$ cat config.mk
export PLATFORM = sky130hd
export DESIGN_NAME = obi_ram_arbiter_flat
export DESIGN_NICKNAME = d
export VERILOG_FILES = /design/src/hdl/soc_bus_pkg.sv /design/src/hdl/obi_bus_if.sv /design/src/hdl/obi_ram_arbiter.sv /design/src/flat_wrapper.sv
export SDC_FILE = /design/constraint.sdc
export NUM_CORES = 1
export LEC_CHECK = 0
export ABC_AREA = 1
export BUFFER_PORTS_ARGS = -buffer_cell sky130_fd_sc_hd__buf_2
export CORE_AREA = 3 3 107 109
export CTS_BUF_LIST = sky130_fd_sc_hd__clkbuf_8
export CTS_CLUSTER_DIAMETER = 120
export DETAILED_ROUTE_END_ITERATION = 6
export DIE_AREA = 0 0 110 112
export GPL_ROUTABILITY_DRIVEN = 0
export SYNTH_ARGS = -nofsm -noshare
export SYNTH_HDL_FRONTEND = slang
export SYNTH_SLANG_ARGS = --single-unit
$ cat constraint.sdc
create_clock -name clk_i -period 4.48 [get_ports clk_i]
set_clock_uncertainty 0.05 [all_clocks]
set_input_delay 0.672 -clock clk_i [delete_from_list [all_inputs] [get_ports clk_i]]
set_output_delay 0.672 -clock clk_i [all_outputs]
set_load 0.01 [all_outputs]
$ cat src/hdl/soc_bus_pkg.sv
package soc_bus_pkg;

    // ----------------------------
    // Bus widths
    // ----------------------------
    localparam int ADDR_W     = 32;
    localparam int DATA_W     = 32;
    localparam int BE_W       = 4;

    // Word address of each RAM, 4 KiB each
    localparam int RAM_ADDR_W = 10;

    // ----------------------------
    // Address map, bits 31 to 24
    // ----------------------------
    localparam logic [7:0] IRAM_BASE_TOP   = 8'h00;
    localparam logic [7:0] DRAM_BASE_TOP   = 8'h02;
    localparam logic [7:0] UART_BASE_TOP   = 8'hA0;
    localparam logic [7:0] I2C_BASE_TOP    = 8'hE0;
    localparam logic [7:0] PINMUX_BASE_TOP = 8'hF0;

    // UART register offsets in the low 16 address bits
    localparam logic [15:0] UART_DATA_OFS = 16'h0000;
    localparam logic [15:0] UART_BUSY_OFS = 16'h0004;

    // Cycles per UART bit, small for simulation
    localparam int UART_DIV   = 8;
    localparam int UART_DIV_W = $clog2(UART_DIV);

    // Decoded target of a shared bus access
    typedef enum logic [2:0] {
        TGT_IRAM,
        TGT_DRAM,
        TGT_UART,
        TGT_EXT,
        TGT_NONE
    } bus_target_e;

endpackage

$ cat src/hdl/obi_bus_if.sv
interface obi_bus_if import soc_bus_pkg::*; ();

    // Request channel
    logic              req;
    logic              gnt;
    logic [ADDR_W-1:0] addr;
    logic              we;
    logic [BE_W-1:0]   be;
    logic [DATA_W-1:0] wdata;

    // Response channel
    logic              rvalid;
    logic [DATA_W-1:0] rdata;

    modport master (
        output req, addr, we, be, wdata,
        input  gnt, rvalid, rdata
    );

    modport slave (
        input  req, addr, we, be, wdata,
        output gnt, rvalid, rdata
    );

endinterface

$ cat src/hdl/obi_ram_arbiter.sv
module obi_ram_arbiter import soc_bus_pkg::*; (
    input  logic              clk_i,
    input  logic              rst_ni,

    // Instruction port, read only
    input  logic              instr_req_i,
    input  logic [ADDR_W-1:0] instr_addr_i,
    output logic              instr_gnt_o,
    output logic              instr_rvalid_o,
    output logic [DATA_W-1:0] instr_rdata_o,

    // Data port
    input  logic              data_req_i,
    input  logic [ADDR_W-1:0] data_addr_i,
    input  logic              data_we_i,
    input  logic [BE_W-1:0]   data_be_i,
    input  logic [DATA_W-1:0] data_wdata_i,
    output logic              data_gnt_o,
    output logic              data_rvalid_o,
    output logic [DATA_W-1:0] data_rdata_o,

    obi_bus_if.master         bus_o
);

    typedef enum logic [1:0] {
        OWN_NONE,
        OWN_INSTR,
        OWN_DATA
    } owner_e;

    owner_e owner_q;
    owner_e sel;
    logic   granted_q;
    logic   sel_req;

    // Owner is held from the first request cycle, so addr is stable up to gnt
    always_comb begin
        if (owner_q != OWN_NONE) begin
            sel = owner_q;
        end else if (data_req_i) begin
            sel = OWN_DATA;
        end else if (instr_req_i) begin
            sel = OWN_INSTR;
        end else begin
            sel = OWN_NONE;
        end
    end

    // ----------------------------
    // Request mux
    // ----------------------------
    always_comb begin
        case (sel)
            OWN_DATA: begin
                sel_req     = data_req_i;
                bus_o.addr  = data_addr_i;
                bus_o.we    = data_we_i;
                bus_o.be    = data_be_i;
                bus_o.wdata = data_wdata_i;
            end
            OWN_INSTR: begin
                // Fetches are plain word reads
                sel_req     = instr_req_i;
                bus_o.addr  = instr_addr_i;
                bus_o.we    = 1'b0;
                bus_o.be    = '1;
                bus_o.wdata = '0;
            end
            default: begin
                sel_req     = 1'b0;
                bus_o.addr  = '0;
                bus_o.we    = 1'b0;
                bus_o.be    = '0;
                bus_o.wdata = '0;
            end
        endcase
    end

    // No new request goes out between gnt and the matching rvalid
    assign bus_o.req = sel_req && !granted_q;

    assign instr_gnt_o    = bus_o.gnt && (sel == OWN_INSTR);
    assign data_gnt_o     = bus_o.gnt && (sel == OWN_DATA);
    assign instr_rvalid_o = bus_o.rvalid && (owner_q == OWN_INSTR);
    assign data_rvalid_o  = bus_o.rvalid && (owner_q == OWN_DATA);
    assign instr_rdata_o  = bus_o.rdata;
    assign data_rdata_o   = bus_o.rdata;

    always_ff @(posedge clk_i or negedge rst_ni) begin
        if (!rst_ni) begin
            owner_q   <= OWN_NONE;
            granted_q <= 1'b0;
        end else begin
            if (owner_q == OWN_NONE) begin
                owner_q <= sel;
            end else if (bus_o.rvalid) begin
                owner_q <= OWN_NONE;
            end

            if (bus_o.rvalid) begin
                granted_q <= 1'b0;
            end else if (bus_o.gnt) begin
                granted_q <= 1'b1;
            end
        end
    end

endmodule

$ cat src/flat_wrapper.sv
// flat-port wrapper written by rule: the top's interface ports become plain ports
module obi_ram_arbiter_flat import soc_bus_pkg::*;
  (clk_i, rst_ni, instr_req_i, instr_addr_i, instr_gnt_o, instr_rvalid_o, instr_rdata_o, data_req_i, data_addr_i, data_we_i, data_be_i, data_wdata_i, data_gnt_o, data_rvalid_o, data_rdata_o, bus_o_req, bus_o_addr, bus_o_we, bus_o_be, bus_o_wdata, bus_o_gnt, bus_o_rvalid, bus_o_rdata);
  obi_bus_if bus_o_i ();
  input  logic clk_i;
  input  logic rst_ni;
  input  logic instr_req_i;
  input  logic [ADDR_W-1:0] instr_addr_i;
  output logic instr_gnt_o;
  output logic instr_rvalid_o;
  output logic [DATA_W-1:0] instr_rdata_o;
  input  logic data_req_i;
  input  logic [ADDR_W-1:0] data_addr_i;
  input  logic data_we_i;
  input  logic [BE_W-1:0] data_be_i;
  input  logic [DATA_W-1:0] data_wdata_i;
  output logic data_gnt_o;
  output logic data_rvalid_o;
  output logic [DATA_W-1:0] data_rdata_o;
  output wire logic [$bits(bus_o_i.req)-1:0] bus_o_req;
  output wire logic [$bits(bus_o_i.addr)-1:0] bus_o_addr;
  output wire logic [$bits(bus_o_i.we)-1:0] bus_o_we;
  output wire logic [$bits(bus_o_i.be)-1:0] bus_o_be;
  output wire logic [$bits(bus_o_i.wdata)-1:0] bus_o_wdata;
  input wire logic [$bits(bus_o_i.gnt)-1:0] bus_o_gnt;
  input wire logic [$bits(bus_o_i.rvalid)-1:0] bus_o_rvalid;
  input wire logic [$bits(bus_o_i.rdata)-1:0] bus_o_rdata;
  assign bus_o_req = bus_o_i.req;
  assign bus_o_addr = bus_o_i.addr;
  assign bus_o_we = bus_o_i.we;
  assign bus_o_be = bus_o_i.be;
  assign bus_o_wdata = bus_o_i.wdata;
  assign bus_o_i.gnt = bus_o_gnt;
  assign bus_o_i.rvalid = bus_o_rvalid;
  assign bus_o_i.rdata = bus_o_rdata;
  obi_ram_arbiter u_core (.clk_i(clk_i), .rst_ni(rst_ni), .instr_req_i(instr_req_i), .instr_addr_i(instr_addr_i), .instr_gnt_o(instr_gnt_o), .instr_rvalid_o(instr_rvalid_o), .instr_rdata_o(instr_rdata_o), .data_req_i(data_req_i), .data_addr_i(data_addr_i), .data_we_i(data_we_i), .data_be_i(data_be_i), .data_wdata_i(data_wdata_i), .data_gnt_o(data_gnt_o), .data_rvalid_o(data_rvalid_o), .data_rdata_o(data_rdata_o), .bus_o(bus_o_i));
endmodule
==> run metrics, run 1 <==
PostCTS Resize Cnt=0; drt drc=0; required time of the critical path=3.76 ns; GRT overflow=0; P&R area growth vs syn=36.70%; Compound-Gate Fraction of Synth Area=12.92%; cells after synthesis=285; synthesized-area fraction occupied by adder cells=1.657%; antenna violations before repair=0; largest net degree at the start of global routing=39; syn avg cell area=5.299 um2; routed length per instance=10.36 um; largest area contributor in the netlist=buf_4; Setup Total Neg Slack=0 ns; vias per inst=3.573; synthesized flop and latch total=3; TritonCTS clock tree=done; mux contribution to synthesized area=0%; post-synthesis sequential area ratio=4.971%; worst path cell trace=buf_2, a21oi_1, ha_1, buf_4, inv_1, a21oi_1, buf_2; period utilisation layout=68.88%; total leakage power=0.001455 uW; commonest non-fill, non-tap cell in the layout=buf_2; Worst-Margin Slew=0.6757 ns; Clock Path Buffers=2; most frequent cells in the layout=buf_2 (180), nand2_1 (108), inv_1 (44); TritonCTS buffer count=3; Buf/Inv on CP=4; GR Util All Layers=7.942%; vias in the first global route=1754; Setup-failing EPs final=0; Die X=110 um; Max Fclk=0.3241 GHz; IO Port Bufs=180; DR iter-0 viols=64; Cell Area, Synth=1510 um2; share of post-route cells with drive strength above 1=47.70%; Synth area leaders=buf_4 (34%), nand2_1 (27%), a21oi_1 (13%), inv_1 (11%), dfrtp_1 (5.0%); die height=112 um; clock slew at reported path FFs=0.03 ns; synthesis warning total=0; crit path from=data_req_i; unrepaired setup endpoints after global routing=false; Clk Latency, worst-skew pair=0.22 ns; Reg-to-Reg End=u_core.owner_q[1]; DR pass1 iterations=4; max_slew headroom=54.95%; largest family of logic cells by synthesized area=buffers and inverters; R2R Setup Slk=3.51 ns; slowest stage cell, crit path=ha_1; max-cap violation count=0; non-filler instance count after layout=532; peak supply drop=0.1228 mV; crit path kind=in -> out; # nets final=534; Pins Over Slew Limit=0; Die Area=12320 um2; Core Box Area=10700 um2; Final Hold Vio Count=0; Initial Utilization=14.12%; Worst setup endpoint=bus_o_be[0]; IO Count=277; worst path arrival time=2.36 ns; Detail Route Antenna Nets=0; R2R depth=3; status=completed; WP depth=7; syn nets=426; CTS root buf=clkbuf_8; drt total wl=5513 um; xor/xnor share of the synthesized area=0%; Clock Sink Count=3; first-pass GRT wire length=8066 um; Post-CTS Setup Bufs=0; HPWL after DPL=4499 um; # rows=38; crit path time final=3.086 ns; largest stage delay on the critical path=0.46 ns; Post-Place Cells=528; Vias=1901; hold buffer count at cts=0; CP Max Fanout=27; Top delay family on crit path=buffers and inverters; Synth Area in Simple Gates=29.74%; Netlist cell types=12; H-tree Lvls=1; startpoint types=primary input; r2r startpoint=u_core.owner_q[0]; nature of the critical path endpoint=output pin; Pwr Density=329.9 nW/um2; ant diodes=0; worst hold slack=0.1972 ns; Yosys top cell area share=34.30%; Worst Hold Class=in -> async
power breakdown:
group | total, uW | internal, uW | switching, uW
logic | 568 | 223 | 344
clock network | 76.3 | 58.3 | 18.0
registers | 37.2 | 31.8 | 5.42
metrics by stage:
stage	instance area, um2	total power [uW]	utilization, %	setup slack (ns)
4_1_cts	2064	694.4	19.30	1.342
6_report	2064	681.1	19.30	1.394
3_3_place_gp	2019	616.1	18.88	1.315
3_5_place_dp	2019	613.9	18.88	1.355
2_1_floorplan	1510	450.8	-	2.006
5_1_grt	2064	766.6	19.30	1.184
cells in the mapped netlist:
| master | n |
|---|---|
| nand2_1 | 108 |
| dfrtp_1 | 3 |
| buf_4 | 69 |
| a21oi_1 | 39 |
| nor3_1 | 1 |
| nor2_1 | 6 |
| buf_6 | 5 |
| inv_1 | 43 |
| or2_1 | 1 |
| nand3_1 | 2 |
| ha_1 | 2 |
| buf_2 | 6 |
layer usage:
metal | global-route usage, % | vias up | share of wire (%)
li1 | - | 989 | -
met1 | 10.00 | 778 | 41
met2 | 12.74 | 116 | 46
met3 | 2.087 | 18 | 10
met4 | 3.159 | 0 | 3.2
met5 | 0 | - | 0
logic make-up (layout without fill, tap and decap cells):
group / Yosys count / after routing
AO/OA/AOI/OAI: 39 / 39
adder cells (fa/ha/maj): 2 / 2
buffers and inverters: 123 / 230
flip-flops: 3 / 3
AND/OR/NAND/NOR: 118 / 118
how the worst min path moves through the flow:
stage               startpoint                end  slack (ns)  depth (start not counted)
floorplan               rst_ni   u_core.granted_q        0.33                          0
global placement        rst_ni  u_core.owner_q[0]        0.43                          1
detailed placement      rst_ni  u_core.owner_q[1]        0.42                          1
CTS                     rst_ni  u_core.owner_q[1]        0.19                          1
global route            rst_ni  u_core.owner_q[1]        0.19                          1
finish                  rst_ni  u_core.owner_q[1]        0.20                          1
sequential cells by signal, indices dropped and copies added (netlist names):
name,cells
u_core.granted_q,1
u_core.owner_q,2
layout make-up:
cell class,count,area [um2]
inverters,43,161.4
clock inverters,1,3.754
clock buffers,3,41.29
repair buffers,183,935.9
flip-flops and latches,3,75.07
fillers,1270,8633
well taps,140,175.2
multi-input cells,159,671.9
Power figures use the tool's default switching activity.
==> run 2, diff against run 1 <==
--- a/config.mk
+++ b/config.mk
@@ -7,11 +7,11 @@
 export LEC_CHECK = 0
 export ABC_AREA = 1
 export BUFFER_PORTS_ARGS = -buffer_cell sky130_fd_sc_hd__buf_2
-export CORE_AREA = 3 3 107 109
+export CORE_AREA = 3 3 105 107
 export CTS_BUF_LIST = sky130_fd_sc_hd__clkbuf_8
 export CTS_CLUSTER_DIAMETER = 120
 export DETAILED_ROUTE_END_ITERATION = 6
-export DIE_AREA = 0 0 110 112
+export DIE_AREA = 0 0 108 110
 export GPL_ROUTABILITY_DRIVEN = 0
 export SYNTH_ARGS = -nofsm -noshare
 export SYNTH_HDL_FRONTEND = slang
==> constraint.sdc (replaced) <==
create_clock -name clk_i -period 3.1 [get_ports clk_i]
set_clock_uncertainty 0.05 [all_clocks]
set_input_delay 0.465 -clock clk_i [delete_from_list [all_inputs] [get_ports clk_i]]
set_output_delay 0.465 -clock clk_i [all_outputs]
set_load 0.01 [all_outputs]
==> run 2 against run 1 <==
Total power rose by 44%. First-iteration DRC count fell by 14%. Worst setup slack got worse by 0.78 ns. Core utilization rose by 1.0 points. Clock power rose by 43%. Critical endpoint is now bus_o_addr[10].
==> run metrics, run 2 (same netlist as run 1, synthesis figures left out) <==
Pwr Density=470.1 nW/um2 (+43%); nature of the critical path endpoint=output pin; period utilisation layout=80.28%; top routing layer in use=met4; H-tree Lvls=1 (unchanged); largest stage delay on the critical path=0.39 ns (-0.07 ns); vias in the first global route=1715 (-2.2%); CTS root buf=clkbuf_8; largest registers=u_core.owner_q (2), u_core.granted_q (1); GRT overflow=0 (unchanged); Setup-failing EPs final=0 (unchanged); multi-input combinational cell area=671.9 um2 (unchanged); Top delay family on crit path=buffers and inverters; Die X=108 um (-1.8%); # rows=37 (-2.6%); Worst Hold Class=in -> reg; total leakage power=0.001470 uW (+0.99%); TritonCTS buffer count=3 (unchanged); Clk Latency, worst-skew pair=0.21 ns (about the same); CP Max Fanout=24 (-11%); vias per inst=3.570 (-0.11%); Final Power=977.6 uW (+44%); drt total wl=5700 um (+3.4%); crit path time final=2.489 ns; Reg area=75.07 um2 (unchanged); TritonCTS clock tree=done; max_slew headroom=75.37% (+20 points); met3 WL=479 um (-13%); HPWL after DPL=4763 um (+5.9%); crit path kind=reg -> out; max reg flops=2 (unchanged); Clock Path Buffers=2 (unchanged); met2 WL post-DR=2772 um (+8.8%); Final Hold Vio Count=0 (unchanged); slowest stage cell, crit path=dfrtp_1; M1 wire length=2284 um (+2.2%); Core Box Area=10230 um2 (-4.4%); Vias=1899 (-0.11%); Detail Route Antenna Nets=0 (unchanged); ant diodes=0 (unchanged); most frequent cells in the layout=buf_2 (180), nand2_1 (108), inv_1 (44); commonest non-fill, non-tap cell in the layout=buf_2; Filler cells=1237 (-2.6%); unrepaired setup endpoints after global routing=false; Die Area=11880 um2 (-3.6%); IO Port Bufs=180 (unchanged); IO Count=277 (unchanged); Worst-Margin Slew=0.3695 ns (-0.3062 ns); max-cap violation count=0 (unchanged); clock slew at reported path FFs=0.03 ns (about the same); P&R area growth vs syn=37.70%; Pins Over Slew Limit=0 (unchanged); Buf/Inv on CP=4 (unchanged); worst path arrival time=1.97 ns (-0.39 ns); Setup Total Neg Slack=0 ns (unchanged); most flop-heavy register=u_core.owner_q; peak supply drop=0.2331 mV (+90%); drt drc=0 (unchanged); startpoint types=flop; Post-CTS Setup Bufs=0 (unchanged); antenna violations before repair=0 (unchanged); # nets final=538 (+0.75%); DR pass1 iterations=4 (unchanged); share of post-route cells with drive strength above 1=47.98% (+0.28 points); GR Util All Layers=8.232% (+0.29 points); Initial Utilization=14.76% (+0.64 points); DR iter-0 viols=55 (-14%); die height=110 um (-1.8%); required time of the critical path=2.58 ns (-1.18 ns); Max Fclk=0.4018 GHz; routed length per instance=10.71 um (+3.4%); worst path cell trace=inv_1, a21oi_1, ha_1, buf_4, buf_4, a21oi_1, buf_2; Clock Sink Count=3 (unchanged); first-pass GRT wire length=8045 um (-0.26%); status=completed; largest net degree at the start of global routing=41 (+5.1%)
-- run 2: metrics by stage --
stage | hold slack (ns) | instance area [um2] | worst slack [ns] | std cells | utilization (%)
5_1_grt | 0.3901 | 2079 | 0.4122 | 532 | 20.33
4_1_cts | 0.3833 | 2079 | 0.6025 | 532 | 20.33
6_report | 0.3864 | 2079 | 0.6112 | 532 | 20.33
3_5_place_dp | 0.2119 | 2024 | 0.7003 | 527 | 19.79
3_3_place_gp | 0.2124 | 2024 | 0.6958 | 527 | 19.79
2_1_floorplan | 0.1194 | 1510 | 1.040 | 285 | -
-- run 2: layer usage --
metal	up-vias	track usage, %
met5	-	0
met4	0	3.607
met3	20	1.514
met2	95	12.97
met1	786	10.99
li1	998	-
-- run 2: worst paths after layout --
kind	start	to	slack (ns)	cells after the start
worst max-delay path	u_core.owner_q[0]	bus_o_addr[10]	0.61	7
max in group asynchronous	rst_ni	u_core.granted_q	2.36	2
worst min register to register	u_core.granted_q	u_core.granted_q	0.46	2
worst max register to register	u_core.owner_q[0]	u_core.owner_q[1]	2.10	3
min in group asynchronous	rst_ni	u_core.owner_q[0]	0.54	2
worst min-delay path	bus_o_rvalid	u_core.granted_q	0.39	2
-- run 2: timing repair --
item | 4_1_cts | 5_1_grt
hold endpoints to repair | 3 | 0
hold buffers | 1 | 0
setup endpoints to repair | 0 | 0
resized for setup | 0 | 0
-- run 2: power by group --
part           switching [uW]  internal, uW  leakage (uW)
clock network            24.6          84.2     0.0000269
registers                7.79          46.0     0.0000373
logic                     497           318       0.00141
total                     529           449       0.00147
-- run 2: cell type report --
type                            count  area share [%]
Clock buffer                        3           1.986
Clock inverter                      1          0.1805
Inverter                           43           7.762
Timing Repair Buffer              187           45.97
Tap cell                          136           8.183
Multi-Input combinational cell    159           32.31
Sequential cell                     3           3.610
==> run 3, diff against run 2 <==
--- a/config.mk
+++ b/config.mk
@@ -5,13 +5,13 @@
 export SDC_FILE = /design/constraint.sdc
 export NUM_CORES = 1
 export LEC_CHECK = 0
-export ABC_AREA = 1
+export ABC_AREA = 0
 export BUFFER_PORTS_ARGS = -buffer_cell sky130_fd_sc_hd__buf_2
-export CORE_AREA = 3 3 105 107
+export CORE_AREA = 3 3 106 108
 export CTS_BUF_LIST = sky130_fd_sc_hd__clkbuf_8
 export CTS_CLUSTER_DIAMETER = 120
 export DETAILED_ROUTE_END_ITERATION = 6
-export DIE_AREA = 0 0 108 110
+export DIE_AREA = 0 0 109 111
 export GPL_ROUTABILITY_DRIVEN = 0
 export SYNTH_ARGS = -nofsm -noshare
 export SYNTH_HDL_FRONTEND = slang
==> constraint.sdc (replaced) <==
create_clock -name clk_i -period 2.16 [get_ports clk_i]
set_clock_uncertainty 0.05 [all_clocks]
set_input_delay 0.324 -clock clk_i [delete_from_list [all_inputs] [get_ports clk_i]]
set_output_delay 0.324 -clock clk_i [all_outputs]
set_load 0.01 [all_outputs]
==> run 3 against run 2 <==
Synthesized area grew 0.83%. Core utilization increased by 1.7 points. Clock power increased by 41%. Non-clock buffer count increased by 5. Largest power group unchanged. Critical path type unchanged. Sequential power is 30% higher. Cell count is 14% lower. Critical endpoint is now bus_o_addr[23]. Sequential share of layout area is 0.30 points lower. Clock-buffer cell count unchanged. Largest cell class unchanged.
==> run metrics, run 3 <==
Die X=109 um (+0.93%); largest area contributor in the netlist=buf_4; Synth top cells by count=buf_4 (65), and2_1 (35), nor2_1 (29), a22oi_1 (18), a22oi_2 (15); H-tree Lvls=1 (unchanged); Final Hold Vio Count=0 (unchanged); max_slew headroom=85.79% (+10 points); ant diodes=0 (unchanged); mux contribution to synthesized area=0.6574% (+0.66 points); crit path from=u_core.owner_q[1]; Top delay family on crit path=simple AND/OR/NAND/NOR gates; IO Count=277 (unchanged); Clk Latency, worst-skew pair=0.21 ns (about the same); CTS root buf=clkbuf_8; commonest non-fill, non-tap cell in the layout=buf_2; Yosys top cell area share=32.05% (-2.3 points); HPWL after DPL=4923 um (+3.4%); Cell Area, Synth=1523 um2 (+0.83%); most frequent cells in the layout=buf_2 (180), and2_1 (35), nor2_1 (29); hold path start=bus_o_rvalid; Setup-failing EPs final=0 (unchanged); max reg flops=2 (unchanged); Setup Total Neg Slack=0 ns (unchanged); Worst Hold Class=in -> reg; most frequent cell after synthesis=buf_4; die height=111 um (+0.91%); Reg area=75.07 um2 (unchanged); IO Port Bufs=180 (unchanged); synthesized flop and latch total=3 (unchanged); largest net degree at the start of global routing=56 (+37%); largest stage delay on the critical path=0.38 ns (about the same); status=completed; Pwr Density=578.8 nW/um2 (+23%); required time of the critical path=1.79 ns (-0.79 ns); TritonCTS clock tree=done; antenna violations before repair=0 (unchanged); crit path kind=reg -> out; total leakage power=0.001269 uW (-14%); most flop-heavy register=u_core.owner_q; Synth Area in Simple Gates=29.33% (-0.41 points); Clock Sink Count=3 (unchanged); # nets final=466 (-13%); asr flop ratio synth=100.0% (unchanged); Worst-Margin Slew=0.2123 ns (-0.1571 ns); Synth area leaders=buf_4 (32%), and2_1 (14%), a22oi_2 (12%), a22oi_1 (8.9%), nor2_1 (7.1%); GR Util All Layers=8.301% (+0.069 points); DR iter-0 viols=66 (+20%); startpoint types=flop; Max Fclk=0.4750 GHz; first-pass GRT wire length=8293 um (+3.1%); xor/xnor share of the synthesized area=0% (unchanged); Netlist cell types=22 (+10); DR pass1 iterations=4 (unchanged); slowest stage cell, crit path=dfrtp_1; CP Max Fanout=20 (-17%); cells after synthesis=208 (-27%); GRT overflow=0 (unchanged); synthesis warning total=0 (unchanged); Initial Utilization=14.75% (about the same); # rows=37 (unchanged); Pins Over Slew Limit=0 (unchanged); share of post-route cells with drive strength above 1=69.75% (+22 points); post-route core utilization=22.00% (+1.7 points); worst path cell trace=nor3b_2, or2_1, ha_4, buf_12, a22oi_2, nor2_1, buf_2; Buf/Inv on CP=2 (-2); unrepaired setup endpoints after global routing=true; clock slew at reported path FFs=0.03 ns (about the same); Compound-Gate Fraction of Synth Area=23.34% (+10 points); routed length per instance=13.33 um (+24%); vias per inst=3.822 (+7.1%); largest registers=u_core.owner_q (2), u_core.granted_q (1); r2r startpoint=u_core.owner_q[1]; nature of the critical path endpoint=output pin; period utilisation layout=97.46%; syn nets=349 (-18%); syn avg cell area=7.321 um2 (+38%); Post-Place Cells=451 (-14%); largest family of logic cells by synthesized area=buffers and inverters; Die Area=12100 um2 (+1.8%); drt total wl=6134 um (+7.6%); P&R area growth vs syn=49.14%; Main synth FF type=dfrtp_1; Clock Path Buffers=2 (unchanged); Detail Route Antenna Nets=0 (unchanged); max-cap violation count=0 (unchanged); peak supply drop=0.2998 mV (+29%); vias in the first global route=1619 (-5.6%); multi-input combinational cell area=885.9 um2 (+32%); Vias=1758 (-7.4%); synthesized-area fraction occupied by adder cells=1.643% (-0.014 points); post-synthesis sequential area ratio=4.930% (-0.041 points); crit path time final=2.105 ns; drt drc=0 (unchanged); non-filler instance count after layout=460 (-14%); Post-synth EDFFs=0 (unchanged); R2R Setup Slk=1.20 ns (-0.90 ns); worst path arrival time=1.73 ns (-0.24 ns); TritonCTS buffer count=3 (unchanged); Core Box Area=10320 um2 (+0.91%); Filler cells=1158 (-6.4%)
[run 3: cell count changes after synthesis, moves of 3 or more]
cell	change
a21oi_1	-34
a22oi_1	+18
a22oi_2	+15
and2_1	+35
buf_4	-4
clkbuf_2	+3
inv_1	-42
nand2_1	-108
nor2_1	+23
nor2_2	+10
[run 3: report_power, final]
part           switching, uW  total (uW)  internal, uW
sequential              6.58        70.0          63.5
combinational            572        1090           518
clock                   33.6         154           121
total                    613        1310           702
[run 3: final cells by class]
cell class              count  area share, %
inverters                   1         0.1653
multi-input cells         124          39.01
clock inverters             1         0.1653
well taps                 136          7.493
clock buffers               3          1.818
flip-flops and latches      3          3.306
repair buffers            192          48.04
[run 3: logic make-up after synthesis]
group,count (synthesis)
AND/OR/NAND/NOR,82
buffers and inverters,81
AO/OA/AOI/OAI,39
flip-flops,3
adder cells (fa/ha/maj),2
multiplexers,1
[run 3: worst paths after layout]
path | to | depth (start not counted)
worst max-delay path | bus_o_addr[23] | 7
worst min-delay path | u_core.granted_q | 2
worst max register to register | u_core.owner_q[0] | 3
worst min register to register | u_core.granted_q | 2
max in group asynchronous | u_core.granted_q | 2
min in group asynchronous | u_core.owner_q[0] | 2
[run 3: per-layer routing]
metal / track usage (%) / wire, um
met1: 10.35 / 2426
met2: 14.41 / 3024
met3: 1.165 / 567
met4: 2.694 / 115
met5: 0 / 0
[run 3: what timing repair did]
action | CTS | global route
pin swaps | 0 | 3
buffers inserted | 0 | 2
endpoints found under the setup margin | 14 | 34
hold buffers | 1 | 0
gates cloned | 0 | 2
endpoints found under the hold margin | 3 | 0
resized for setup | 2 | 10
[run 3: through the flow]
stage	power, uW	setup slack (ns)	cell area [um2]	hold slack, ns
floorplan	774.9	0.2849	1523	-0.02159
global placement	1040	0.1835	2082	0.06895
detailed placement	1058	0.1443	2082	0.07171
CTS	1232	0.02960	2151	0.2712
global route	1429	-0.04094	2271	0.2887
finish	1314	0.05495	2271	0.2755
